$ cat src/hdl/xbuf_cfg.svh
// Array geometry; XBUF_DW must stay XBUF_W * XBUF_EW and a multiple of 8 bits
`ifndef XBUF_CFG_SVH
`define XBUF_CFG_SVH

// Elements per row, which is also the number of columns per tile
`define XBUF_W 4

// Rows per tile
`define XBUF_H 4

// Element width in bits
`define XBUF_EW 16

// One bus word carries one full row
`define XBUF_DW (`XBUF_W * `XBUF_EW)

// Byte address width of the memory port
`define XBUF_AW 32

// Width of one column result and of the row-count input
`define XBUF_ACC_W 32
`define XBUF_ROWS_W 8

`endif
$ cat src/hdl/xbuf_pkg.sv
// Types shared by the X stream blocks; sizes come from xbuf_cfg.svh
`default_nettype none

`include "xbuf_cfg.svh"

package xbuf_pkg;

  // One signed integer element
  typedef logic signed [`XBUF_EW-1:0] xbuf_elem_t;

  // Bus word, seen either as raw bits or as a row of elements
  // Element 0 sits in the low bits
  typedef union packed {
    logic [`XBUF_DW-1:0]          raw;
    xbuf_elem_t [`XBUF_W-1:0]     elem;
  } xbuf_word_u;

  // Row fetcher states
  typedef enum logic [1:0] {
    IDLE,
    REQ,
    DONE
  } xbuf_fetch_state_e;

  // Wrapped column sum
  typedef logic signed [`XBUF_ACC_W-1:0] xbuf_acc_t;

endpackage

`default_nettype wire

$ cat src/hdl/x_row_fetcher.sv
// Reads one row per Wishbone classic read; start_i is ignored unless idle, num_rows_i >= 1
`timescale 1ns/1ps
`default_nettype none

`include "xbuf_cfg.svh"

module x_row_fetcher
  import xbuf_pkg::*;
(
  input  logic                     clk_i,
  input  logic                     rst_ni,
  input  logic                     start_i,
  input  logic [`XBUF_AW-1:0]      base_addr_i,
  input  logic [`XBUF_ROWS_W-1:0]  num_rows_i,
  // Wishbone classic read master
  output logic                     wb_cyc_o,
  output logic                     wb_stb_o,
  output logic [`XBUF_AW-1:0]      wb_adr_o,
  input  logic [`XBUF_DW-1:0]      wb_dat_i,
  input  logic                     wb_ack_i,
  // Row stream towards the transpose buffer
  output logic                     row_valid_o,
  output xbuf_word_u               row_data_o,
  output logic                     row_last_o,
  input  logic                     row_ready_i,
  output logic                     fetch_done_o
);

  localparam int unsigned HIDX_W = (`XBUF_H > 1) ? $clog2(`XBUF_H) : 1;

  xbuf_fetch_state_e        state_q;
  logic                     cyc_q;
  logic                     valid_q;
  logic                     last_q;
  logic [`XBUF_AW-1:0]      adr_q;
  logic [`XBUF_ROWS_W-1:0]  left_q;
  logic [HIDX_W-1:0]        hcnt_q;
  xbuf_word_u               data_q;

  logic bus_done;
  logic row_accept;

  assign bus_done   = cyc_q && wb_ack_i;
  assign row_accept = valid_q && row_ready_i;

  always_ff @(posedge clk_i or negedge rst_ni) begin : fetch_fsm
    if (!rst_ni) begin
      state_q <= IDLE;
      cyc_q   <= 1'b0;
      valid_q <= 1'b0;
      last_q  <= 1'b0;
      adr_q   <= '0;
      left_q  <= '0;
      hcnt_q  <= '0;
    end else begin
      case (state_q)
        IDLE: begin
          if (start_i) begin
            adr_q   <= base_addr_i;
            left_q  <= num_rows_i;
            hcnt_q  <= '0;
            cyc_q   <= 1'b1;
            state_q <= REQ;
          end
        end

        REQ: begin
          // Bus cycle ends on ack, the word moves to the holding register
          if (bus_done) begin
            cyc_q   <= 1'b0;
            valid_q <= 1'b1;
            last_q  <= (hcnt_q == HIDX_W'(`XBUF_H - 1)) || (left_q == `XBUF_ROWS_W'(1));
            hcnt_q  <= (hcnt_q == HIDX_W'(`XBUF_H - 1)) ? '0 : hcnt_q + 1'b1;
            left_q  <= left_q - 1'b1;
            adr_q   <= adr_q + `XBUF_AW'(`XBUF_DW / 8);
          end
          // Next request only once the held row is gone
          if (row_accept) begin
            valid_q <= 1'b0;
            if (left_q == '0) begin
              state_q <= DONE;
            end else begin
              cyc_q <= 1'b1;
            end
          end
        end

        DONE: begin
          state_q <= IDLE;
        end

        default: begin
          state_q <= IDLE;
        end
      endcase
    end
  end

  always_ff @(posedge clk_i) begin : hold_reg
    if (bus_done) begin
      data_q.raw <= wb_dat_i;
    end
  end

  assign wb_cyc_o     = cyc_q;
  assign wb_stb_o     = cyc_q;
  assign wb_adr_o     = adr_q;
  assign row_valid_o  = valid_q;
  assign row_data_o   = data_q;
  assign row_last_o   = last_q;
  assign fetch_done_o = (state_q == DONE);

endmodule

`default_nettype wire

$ cat config.mk
export PLATFORM = sky130hd
export DESIGN_NAME = x_row_fetcher
export DESIGN_NICKNAME = d
export VERILOG_FILES = /design/src/hdl/xbuf_pkg.sv /design/src/hdl/x_row_fetcher.sv
export VERILOG_INCLUDE_DIRS = /design/src /design/src/hdl
export SDC_FILE = /design/constraint.sdc
export NUM_CORES = 1
export LEC_CHECK = 0
export CAP_MARGIN = 20
export CORE_ASPECT_RATIO = 2
export CORE_MARGIN = 2
export CORE_UTILIZATION = 35
export DETAILED_ROUTE_END_ITERATION = 6
export DONT_BUFFER_PORTS = 1
export PLACE_DENSITY = 0.57
export SKIP_LAST_GASP = 1
export SLEW_MARGIN = 10
export SYNTH_ARGS = -nofsm -noshare
export SYNTH_HDL_FRONTEND = slang
export SYNTH_SLANG_ARGS = --single-unit
$ cat constraint.sdc
create_clock -name clk_i -period 5.5 [get_ports clk_i]
set_input_delay 0.275 -clock clk_i [delete_from_list [all_inputs] [get_ports clk_i]]
set_output_delay 0.275 -clock clk_i [all_outputs]
set_load 0.03 [all_outputs]
==> run metrics <==
clk sink count about 110; initial antenna violation count 0; clk_skew between 0.01 and 0.015 ns; CTS tree yes; gpl congestion between 0.8 and 0.9; Register Area between 3000 and 4000 µm²; Synth Net Count between 500 and 600; Area growth, synth to finish 10.04%; cell row count 61; drt drc 0; final slew viol count 0; Synth async-reset ratio a little over two fifths; highest-count cells in the layout ignoring fill and taps 64 x edfxtp_1, 47 x dfrtp_1, 29 x nand2_1; Hold Path End row_data_o[27]$_DFFE_PN_; Hold Path Class in -> reg; fin nets 525; post-detail-place hpwl a little over 10000 µm; Max Fclk ~380 MHz; reg2reg end wb_adr_o[20]$_DFFE_PN0P_; mean area per synthesized cell about 12 µm²; # IOs 210; # setup viols final 0; CP required about 5.8 ns; maximum fanout along the worst path 23; setup bufs post-CTS 0; first-pass detailed-route iteration total 6; # fillers around 1400; TNS Setup 0 ns; hold wc startpoint wb_dat_i[27]; CP startpoint kind flop; ant diodes 0; WHS Path Cells 0; GRT overflow 0; WL/cell about 22 µm; PD cells roughly 500 nW/µm²; die height 172.5 µm; metal3 WL around 1100 µm; width of the die 88.27 µm; most common cell after layout, fill and taps aside edfxtp_1; CTS Buffer Depth 2; # Max-Cap Violations 0; clk root buf clkbuf_16; final WL roughly 13000 µm; GRT Util Overall between 15 and 20%; routed length on met2 7313 µm; sequential area share after synthesis around 62%; Register-to-Register Path Depth 5; layout cells sized above 1 9.135%; status completed; Syn Std Cell Area between 4000 and 5000 µm²; unrepaired setup endpoints after global routing false; DR iter-0 viols 103; Synth Register Bits about 110; Arr. time, crit path slightly below 3 ns; Vias 3554; Worst-Margin Slew between 0.9 and 1 ns; Reg2Reg Launch Point state_q[0]$_DFFE_PN0P_; period utilization approximately half; post-layout minimum cycle time roughly 2.7 ns; initial core utilization 35.79%; H-tree lvl count 3; Synth Flop Type edfxtp_1; Post-synth EDFFs 64; placeable core region 13890 µm²; ranking of synthesized cells by area edfxtp_1 39%, dfrtp_1 24%, o21ai_0 2.8%; hold slack approximately 0.024 ns; Met1 Wirelength about 4500 µm; first-pass GRT wire length 19750 µm; final hold vios 0; CTS resizes 0; Leakage 1.908 nW; highest metal layer with signal wires met4; clock slew at reported path FFs around 0.080 ns; post-synth top area share a little under 40%; maximum vdd drop approximately 0.00025 V; Reg2Reg Setup Slack 2.85 ns; pin count of the biggest net entering global routing 67; number of global-route vias before repair ~3500; Mapped Cells between 400 and 500; crit path kind reg -> reg; crit path capture type flop; Post-DRT Antenna Nets 0; die footprint around 15000 µm²; Port Buf Inserts 0; count of cell types in the netlist 60; CTS buffer count 9; Rel. slew slack 35.03%; Clock Latency Late Sink 0.34 ns; vias per cell between 5 and 6; largest area contributor in the netlist edfxtp_1; Syn. warnings 0; area of the multi-input gates 1733 µm²
## where the power goes
part	switching [mW]	internal, mW	leakage [nW]
clock network	0.294	0.361	0.149
logic	0.292	0.172	0.610
registers	0.484	1.10	1.15
total	1.07	1.63	1.91
## kinds of logic after synthesis
family	after synthesis	share of synthesized area, %
DFF	111	62.32
adders and majority gates	5	1.258
muxes	4	0.9061
buffers and inverters	34	2.869
AOI/OAI and AO/OA	114	15.38
and+or+nand+nor	152	17.27
## layer usage
layer  GRT usage [%]  vias up
met3           5.107       26
met2           31.89      233
met1           15.93     1680
met5               0        -
li1                -     1615
met4           8.523        0
## layout make-up
class	count	share of cell area, %
clock buffers	10	4.186
well taps	189	4.323
clock inverters	6	1.395
repair buffers	6	1.235
inverters	8	0.5489
flip-flops and latches	111	56.63
multi-input cells	275	31.68
## per-stage QoR
step | utilization (%) | worst slack [ns] | area [µm²] | std cells | power (mW)
after floorplan | - | 2.904 | 4971 | 420 | 1.914
after global placement | 36.91 | 2.907 | 5127 | 587 | 2.045
after detailed placement | 36.91 | 2.780 | 5127 | 587 | 2.058
after CTS | 39.38 | 2.830 | 5470 | 605 | 2.732
after global routing | 39.38 | 2.511 | 5470 | 605 | 2.848
final | 39.38 | 2.849 | 5470 | 605 | 2.698
## worst max-delay path, cell delays in order (launching register included)
cell,delay [ns]
dfrtp_1,0.60
nand2b_1,0.43
a21oi_2,0.76
buf_4,0.40
o21ai_0,0.11
a311oi_1,0.25
## synthesized netlist by cell type, drive strengths merged (5+ instances only)
cell	instances
dfrtp	47
buf	12
ha	5
nand2b	5
edfxtp	64
nand2	29
nor3	10
nor4b	5
nor4	8
and3	6
a21oi	28
nand4	14
or4	6
o22ai	5
a311oi	5
a41o	5
nor2	24
o21ai	28
inv	8
nand3	26
clkbuf	14
## state kept, by name, summed over array words and instances, names as in the netlist
| signal | cells |
|---|---|
| hcnt_q | 2 |
| left_q | 8 |
| row_data_o | 64 |
| row_last_o | 1 |
| row_valid_o | 1 |
| state_q | 2 |
| wb_adr_o | 32 |
| wb_cyc_o | 1 |
## how the worst max path moves through the flow
stage                     slack (ns)  cells after the start                  endpoint                   start
after CTS                       2.83                      5  wb_adr_o[20]$_DFFE_PN0P_  state_q[0]$_DFFE_PN0P_
after global routing            2.51                      5  wb_adr_o[20]$_DFFE_PN0P_  state_q[0]$_DFFE_PN0P_
after floorplan                 2.90                      4  wb_adr_o[25]$_DFFE_PN0P_    wb_cyc_o$_DFFE_PN0N_
after global placement          2.91                      5  wb_adr_o[20]$_DFFE_PN0P_    wb_cyc_o$_DFFE_PN0N_
after detailed placement        2.78                      5  wb_adr_o[20]$_DFFE_PN0P_  state_q[0]$_DFFE_PN0P_
final                           2.85                      5  wb_adr_o[20]$_DFFE_PN0P_  state_q[0]$_DFFE_PN0P_
## repair_timing
item | in CTS | in global routing
hold buffers | 2 | 0
setup endpoints to repair | 0 | 0
hold endpoints to repair | 47 | 0
Note: power is estimated with default switching activity, not from simulation.
