$ cat config.mk
export PLATFORM = sky130hd
export DESIGN_NAME = x_transpose_buffer
export DESIGN_NICKNAME = d
export VERILOG_FILES = /design/src/hdl/xbuf_pkg.sv /design/src/hdl/x_transpose_buffer.sv
export VERILOG_INCLUDE_DIRS = /design/src /design/src/hdl
export SDC_FILE = /design/constraint.sdc
export NUM_CORES = 1
export LEC_CHECK = 0
export BUFFER_PORTS_ARGS = -buffer_cell sky130_fd_sc_hd__buf_2
export CAP_MARGIN = 20
export CORE_MARGIN = 5
export CORE_UTILIZATION = 45
export DETAILED_ROUTE_END_ITERATION = 10
export HOLD_SLACK_MARGIN = 0.02
export PLACE_DENSITY = 0.66
export SKIP_CTS_REPAIR_TIMING = 1
export SYNTH_ARGS = -nofsm -noshare
export SYNTH_HDL_FRONTEND = slang
export SYNTH_SLANG_ARGS = --single-unit
$ cat constraint.sdc
create_clock -name clk_i -period 9.8 [get_ports clk_i]
set_input_delay 0.49 -clock clk_i [delete_from_list [all_inputs] [get_ports clk_i]]
set_output_delay 0.49 -clock clk_i [all_outputs]
set_load 0.01 [all_outputs]
$ cat src/hdl/xbuf_cfg.svh
// Array geometry; XBUF_DW must stay XBUF_W * XBUF_EW and a multiple of 8 bits
`ifndef XBUF_CFG_SVH
`define XBUF_CFG_SVH

// Elements per row, which is also the number of columns per tile
`define XBUF_W 4

// Rows per tile
`define XBUF_H 4

// Element width in bits
`define XBUF_EW 16

// One bus word carries one full row
`define XBUF_DW (`XBUF_W * `XBUF_EW)

// Byte address width of the memory port
`define XBUF_AW 32

// Width of one column result and of the row-count input
`define XBUF_ACC_W 32
`define XBUF_ROWS_W 8

`endif
$ cat src/hdl/xbuf_pkg.sv
// Types shared by the X stream blocks; sizes come from xbuf_cfg.svh
`default_nettype none

`include "xbuf_cfg.svh"

package xbuf_pkg;

  // One signed integer element
  typedef logic signed [`XBUF_EW-1:0] xbuf_elem_t;

  // Bus word, seen either as raw bits or as a row of elements
  // Element 0 sits in the low bits
  typedef union packed {
    logic [`XBUF_DW-1:0]          raw;
    xbuf_elem_t [`XBUF_W-1:0]     elem;
  } xbuf_word_u;

  // Row fetcher states
  typedef enum logic [1:0] {
    IDLE,
    REQ,
    DONE
  } xbuf_fetch_state_e;

  // Wrapped column sum
  typedef logic signed [`XBUF_ACC_W-1:0] xbuf_acc_t;

endpackage

`default_nettype wire

$ cat src/hdl/x_transpose_buffer.sv
// Two tile banks in ping-pong; a bank is only freed by tile_ack_i and rows need row_last_i per tile
`timescale 1ns/1ps
`default_nettype none

`include "xbuf_cfg.svh"

module x_transpose_buffer
  import xbuf_pkg::*;
(
  input  logic                                  clk_i,
  input  logic                                  rst_ni,
  // Row stream from the fetcher
  input  logic                                  row_valid_i,
  input  xbuf_word_u                            row_data_i,
  input  logic                                  row_last_i,
  output logic                                  row_ready_o,
  // Tile towards the consumer, column first
  output logic                                  tile_valid_o,
  output xbuf_elem_t [`XBUF_W-1:0][`XBUF_H-1:0] tile_data_o,
  input  logic                                  tile_ack_i
);

  localparam int unsigned HIDX_W = (`XBUF_H > 1) ? $clog2(`XBUF_H) : 1;

  // Bank storage, bank index first then row
  xbuf_word_u        bank_q [2][`XBUF_H];

  logic [1:0]        full_q;
  logic              wr_bank_q;
  logic              rd_bank_q;
  logic [HIDX_W-1:0] row_idx_q;

  logic row_accept;
  logic bank_complete;

  // Only the write bank decides whether a row can come in
  assign row_ready_o   = ~full_q[wr_bank_q];
  assign row_accept    = row_valid_i && row_ready_o;
  assign bank_complete = row_accept && (row_last_i || (row_idx_q == HIDX_W'(`XBUF_H - 1)));

  always_ff @(posedge clk_i or negedge rst_ni) begin : bank_ctrl
    if (!rst_ni) begin
      full_q    <= '0;
      wr_bank_q <= 1'b0;
      rd_bank_q <= 1'b0;
      row_idx_q <= '0;
    end else begin
      if (row_accept) begin
        row_idx_q <= bank_complete ? '0 : row_idx_q + 1'b1;
      end
      if (bank_complete) begin
        full_q[wr_bank_q] <= 1'b1;
        wr_bank_q         <= ~wr_bank_q;
      end
      // The read bank is always full when acked, so it never equals the write bank here
      if (tile_ack_i) begin
        full_q[rd_bank_q] <= 1'b0;
        rd_bank_q         <= ~rd_bank_q;
      end
    end
  end

  // Row write, with zero fill of the remaining rows on a short tile
  always_ff @(posedge clk_i) begin : bank_write
    if (row_accept) begin
      for (int h = 0; h < `XBUF_H; h++) begin
        if (HIDX_W'(h) == row_idx_q) begin
          bank_q[wr_bank_q][h] <= row_data_i;
        end else if (row_last_i && (HIDX_W'(h) > row_idx_q)) begin
          bank_q[wr_bank_q][h] <= '0;
        end
      end
    end
  end

  assign tile_valid_o = full_q[rd_bank_q];

  // Transposed view of the read bank: column w, row h is element w of row h
  for (genvar w = 0; w < `XBUF_W; w++) begin : g_col
    for (genvar h = 0; h < `XBUF_H; h++) begin : g_row
      assign tile_data_o[w][h] = bank_q[rd_bank_q][h].elem[w];
    end
  end

endmodule

`default_nettype wire

==> impl_metrics.py, run 1 <==
metrics = {
    "routing": {
        "wl_per_cell_um": 22.6,
        "drt_first_pass_iters": 5,
        "vias": 10424,
        "drcViolationCount": 0,
        "vias_per_cell": 5.08,
        "ant_nets": 0,
        "totalWireLength_mm": 46.3,
        "drtIter0Drc": 690,
    },
    "power_and_ir_drop": {
        "power_leakage_nw": 8.71,
        "vdd_drop_max_mv": 0.214,
        "cellPowerDensity_nw_per_um2": 292,
        "total_power_mw": 7.11,
    },
    "global_route": {
        "grt_pass1_vias": 11128,
        "grt.total_usage": 0.184,
        "antenna_found_initial": 3,
        "grt_max_degree": 183,
        "grt_overflow": 0,
        "grt_pass1_wl_mm": 69.6,
    },
    "critical_path": {
        "cp.required_ns": 9.31,
        "cp.arrival_ns": 3.49,
        "start_kind": "flop",
        "worstSetupPathType": "reg -> out",
        "cp-end-kind": "primary output",
        "worst-path-max-fanout": 182,
    },
    "die": {
        "io-pin-count": 327,
        "die-height_um": 223,
        "die_x_um": 223,
        "row_count": 78,
        "start_util": 0.452,
        "die_area_um2": 49700,
        "coreArea_um2": 45100,
    },
    "logic_synthesis": {
        "synth_ff_type": "edfxtp_1",
        "synth-async-reset-ratio": 0.0116,
        "synth_common_cells": "512 x edfxtp_1, 258 x mux2_2, 135 x and2_1",
        "yosysWarnings": 0,
        "avgSynthCellArea_um2": 19.3,
        "synth_fp_nets": 1131,
        "synth_top_area_frac": 0.754,
        "synth_seq_area_share": 0.761,
        "yosys.area.top_type": "edfxtp_1",
        "synthDistinctLibCells": 26,
        "synth_edf_count": 512,
        "synth_seq_cells": 518,
        "netlist_instances": 1058,
        "synth_area_um2": 20400,
        "yosys-top-cells-area": "edfxtp_1 75%, mux2_2 14%, and2_1 4.1%",
        "yosysMostFrequentCell": "edfxtp_1",
    },
    "clock_network": {
        "clock-root-buffer": "clkbuf_16",
        "cts_tree": "done",
        "h-tree-depth": 2,
        "clk_latency_ns": 0.58,
        "cts_buffer_depth": 3,
        "cts_buffers": 53,
        "clock-sinks": 518,
        "clk_pin_slew_ns": 0.06,
    },
    "placement": {
        "numPortBuffers": 326,
        "dp_hpwl_mm": 27.9,
        "post-place-cells": 1951,
        "gp_congestion": 0.739,
    },
    "timing": {
        "max_freq_mhz": 251,
        "hold_violations": 0,
        "clock_skew_ns": 0.0136,
        "rsz0062_at_grt": "false",
        "hold_slack_ns": 0.120,
        "finalSetupViolCount": 0,
        "fin_crit_ns": 3.98,
        "timing.slew.headroom": 0.257,
        "fin_crit_sh": 0.407,
        "final_max_slew_viol_count": 0,
        "fin_tns_setup_ns": 0,
        "worstMarginPinSlew_ns": 1.11,
    },
    "run_status": {
        "outcome": "completed",
    },
    "cells_and_area": {
        "finalNetCount": 1481,
        "fin_util": 0.540,
        "syn2layout_area_growth_pct": 19.4,
        "register_area_um2": 15500,
        "final_cells": 2050,
        "fillers": 3704,
        "drive_gt1_frac": 0.513,
        "multi_input_area_um2": 4580,
    },
    "hold_path": {
        "hold_path.class": "in -> reg",
    },
    "job": {
        "drv_cap": 0,
    },
}
final timing paths:
kind | slack, ns | cells after the start | startpoint | to
min | 0.12 | 2 | tile_ack_i | rd_bank_q$_DFFE_PN0P_
max in group asynchronous | 9.35 | 2 | rst_ni | rd_bank_q$_DFFE_PN0P_
min in group asynchronous | 0.29 | 2 | rst_ni | rd_bank_q$_DFFE_PN0P_
max reg2reg | 6.86 | 3 | wr_bank_q$_DFFE_PN0N_ | bank_q[1][68]$_DFFE_PP_
max | 5.82 | 4 | rd_bank_q$_DFFE_PN0P_ | tile_data_o[126]
min reg2reg | 0.62 | 1 | row_idx_q[0]$_DFFE_PN0P_ | row_idx_q[0]$_DFFE_PN0P_
through the flow:
step | setup slack (ns) | area [um^2]
3_3_place_gp | 6.48 | 22600
2_1_floorplan | 5.61 | 20400
5_1_grt | 5.70 | 24300
6_report | 5.82 | 24300
3_5_place_dp | 6.43 | 22700
4_1_cts | 5.79 | 24300
routing by layer:
metal | track usage | wire length, um | part of all wire | up-vias
met5 | 0 | 39 | 0.00084 | -
met2 | 0.305 | 22900 | 0.50 | 294
li1 | - | - | - | 4711
met4 | 0.0510 | 881 | 0.019 | 6
met3 | 0.0489 | 3050 | 0.066 | 74
met1 | 0.241 | 19400 | 0.42 | 5339
cell families after synthesis:
group,synth area share
AO/OA/AOI/OAI,0.00160
adder cells (fa/ha/maj),0.00245
flip-flops,0.761
XOR/XNOR,0.000859
AND/OR/NAND/NOR,0.0728
multiplexers,0.144
buffers and inverters,0.0169
cell type report:
type | count | area share
Timing Repair Buffer | 344 | 0.0745
Antenna cell | 1 | 0.000103
Multi-Input combinational cell | 485 | 0.188
Tap cell | 600 | 0.0308
Clock inverter | 28 | 0.00884
Sequential cell | 518 | 0.638
Clock buffer | 68 | 0.0585
Inverter | 6 | 0.000925
placed cells by master (no fill, tap or decap), types with 2 or more instances in the layout:
cell type    n
edfxtp_1   512
buf_2      326
mux2_2     258
and2_1     135
clkbuf_16   55
and2_4      53
buf_4       14
clkbuf_1    13
clkinv_1    11
clkinv_2    10
nor2_4       8
inv_1        6
dfrtp_1      5
a21oi_1      4
and2_2       4
ha_1         4
nor2_1       3
bufinv_16    3
a31oi_1      2
nand4_4      2
nand3_1      2
nand2_1      2
clkinv_4     2
buf_12       2
critical path, cell delays in order, from the launching register on:
cell	delay (ns)
dfrtp_4	0.41
buf_12	0.67
buf_4	0.93
mux2_2	0.44
buf_2	0.15
where the power goes:
group          leakage (nW)  internal, mW  switching (mW)
Sequential             4.77          2.93          0.0819
Combinational          3.14         0.917            1.28
Clock                 0.805          1.10           0.801
state kept, by name, indices dropped and copies added, names as in the netlist:
name / flops
row_idx_q: 2
full_q: 2
rd_bank_q: 1
wr_bank_q: 1
bank_q: 512
Power figures use the tool's default switching activity.
==> inputs of run 2 (changes only) <==
clock period = 3.8 ns   (was 9.8 ns; I/O delays follow)
==> run 2 against run 1 <==
Compared with the run above:
- sequential power increased to 2.6 times the previous value
- die area stayed put
- clock power rose to 2.5 times the previous value
- flip-flop and latch count unchanged
- count of clock-buffer cells in the layout decreased by 3
- register-to-register slack worse by 5.5 ns
- power rose to 2.6 times the previous value
- critical path depth decreased by 1
- routed wire length shrank 1.7%
- cell area grew 2.9%
- worst setup slack worse by 4.7 ns
- critical path type unchanged
- highest routed layer unchanged
==> impl_metrics.py, run 2 (same netlist as run 1, synthesis figures left out) <==
metrics = {
    "run_status": {
        "outcome": "completed",
    },
    "timing": {
        "hold_slack_ns": 0.0236,
        "worstMarginPinSlew_ns": 0.813,
        "finalSetupViolCount": 0,
        "max_freq_mhz": 368,
        "rsz0062_at_grt": "false",
        "timing.slew.headroom": 0.458,
        "final_max_slew_viol_count": 0,
        "clock_skew_ns": 0.0105,
        "fin_crit_ns": 2.71,
        "fin_crit_sh": 0.714,
        "hold_violations": 0,
    },
    "critical_path": {
        "crit_cells": 3,
        "cpPeakStageDelay_ns": 0.95,
        "start_kind": "flop",
        "cp.arrival_ns": 2.52,
        "timing.rr.end": "bank_q[1][150]$_DFFE_PP_",
        "cp_num_buf_inv": 2,
        "cp.required_ns": 3.61,
        "cp-end-kind": "primary output",
        "r2r_start": "wr_bank_q$_DFFE_PN0N_",
        "r2r.worst_path.cells": 4,
        "critPathLaunch": "rd_bank_q$_DFFE_PN0P_",
        "rrSetupSlack_ns": 1.34,
        "worst-path-max-fanout": 56,
        "slowest_stage": "dfrtp_4",
        "cp-endpoint": "tile_data_o[160]",
        "cp_top_family": "flip-flops",
        "worstSetupPathType": "reg -> out",
        "path_cells": "buf_12 -> mux2_2 -> buf_2",
    },
    "placement": {
        "post-place-cells": 1961,
        "dpl_cell_area_um2": 22800,
        "numPortBuffers": 326,
        "gp_congestion": 0.729,
        "dp_hpwl_mm": 28.6,
    },
    "die": {
        "start_util": 0.452,
        "die_x_um": 223,
        "die-height_um": 223,
        "coreArea_um2": 45100,
        "die_area_um2": 49700,
        "row_count": 78,
        "io-pin-count": 327,
    },
    "power_and_ir_drop": {
        "vdd_drop_max_mv": 0.467,
        "cellPowerDensity_nw_per_um2": 732,
        "power_leakage_nw": 9.02,
    },
    "cells_and_area": {
        "drive_gt1_frac": 0.499,
        "syn2layout_area_growth_pct": 22.8,
        "final_cells": 2123,
        "finalNetCount": 1554,
        "fin_area_um2": 25000,
        "reg_top3": "bank_q: 512 flops, full_q: 2 flops, row_idx_q: 2 flops",
        "final_cell_mix": "512 x edfxtp_1, 326 x buf_2, 258 x mux2_2",
        "largest_reg_flops": 512,
        "final_common_cell": "edfxtp_1",
        "regMostFlops": "bank_q",
    },
    "global_route": {
        "grt_pass1_vias": 11155,
        "grt.total_usage": 0.175,
        "grt_pass1_wl_mm": 67.0,
        "grt_max_degree": 57,
        "grt_overflow": 0,
        "antenna_found_initial": 3,
    },
    "routing": {
        "ant_nets": 0,
        "vias": 10604,
        "vias_per_cell": 4.99,
        "wl_per_cell_um": 21.4,
        "totalWireLength_mm": 45.5,
        "drcViolationCount": 0,
        "drt_first_pass_iters": 5,
        "drtIter0Drc": 569,
    },
    "clock_network": {
        "clock-root-buffer": "clkbuf_16",
        "cts_buffer_depth": 3,
        "h-tree-depth": 2,
        "clock-sinks": 518,
        "cts_buffers": 52,
        "cts_tree": "done",
        "clk_pin_slew_ns": 0.06,
        "clk_latency_ns": 0.58,
    },
    "job": {
        "drv_cap": 0,
    },
    "hold_path": {
        "hold_path.class": "in -> async",
    },
}
[run 2: per-stage QoR]
step,setup WS [ns],power [mW],utilization,setup TNS (ns)
6_report,1.09,18.3,0.555,0
5_1_grt,0.941,19.2,0.555,0
4_1_cts,0.986,18.5,0.541,0
2_1_floorplan,-0.185,11.4,-,-23.67
3_3_place_gp,1.39,13.6,0.505,0
3_5_place_dp,1.32,13.7,0.505,0
[run 2: power by group]
part           switching, mW  internal [mW]
clock                   2.09           2.70
combinational           3.20           2.48
sequential             0.326           7.54
[run 2: worst min path at each step]
stage | start | end
after floorplan | rst_ni | full_q[0]$_DFF_PN0_
after global placement | rst_ni | row_idx_q[0]$_DFFE_PN0P_
after detailed placement | rst_ni | row_idx_q[1]$_DFFE_PN0P_
after CTS | rst_ni | row_idx_q[1]$_DFFE_PN0P_
after global routing | rst_ni | wr_bank_q$_DFFE_PN0N_
final | rst_ni | row_idx_q[1]$_DFFE_PN0P_
[run 2: layout make-up]
class	count	area (um^2)
inverters	6	22.5
diodes	1	2.50
multi-input cells	485	4580
clock buffers	65	1370
repair buffers	418	2560
fillers	3543	20000
well taps	600	751
clock inverters	30	220
flip-flops and latches	518	15500
[run 2: metal layers]
metal  up-vias  global-route usage  part of all wire
li1       4855                   -                 -
met1      5394               0.217              0.41
met2       275               0.303              0.51
met3        76              0.0446             0.060
met4         4              0.0567             0.027
met5         -                   0           0.00044
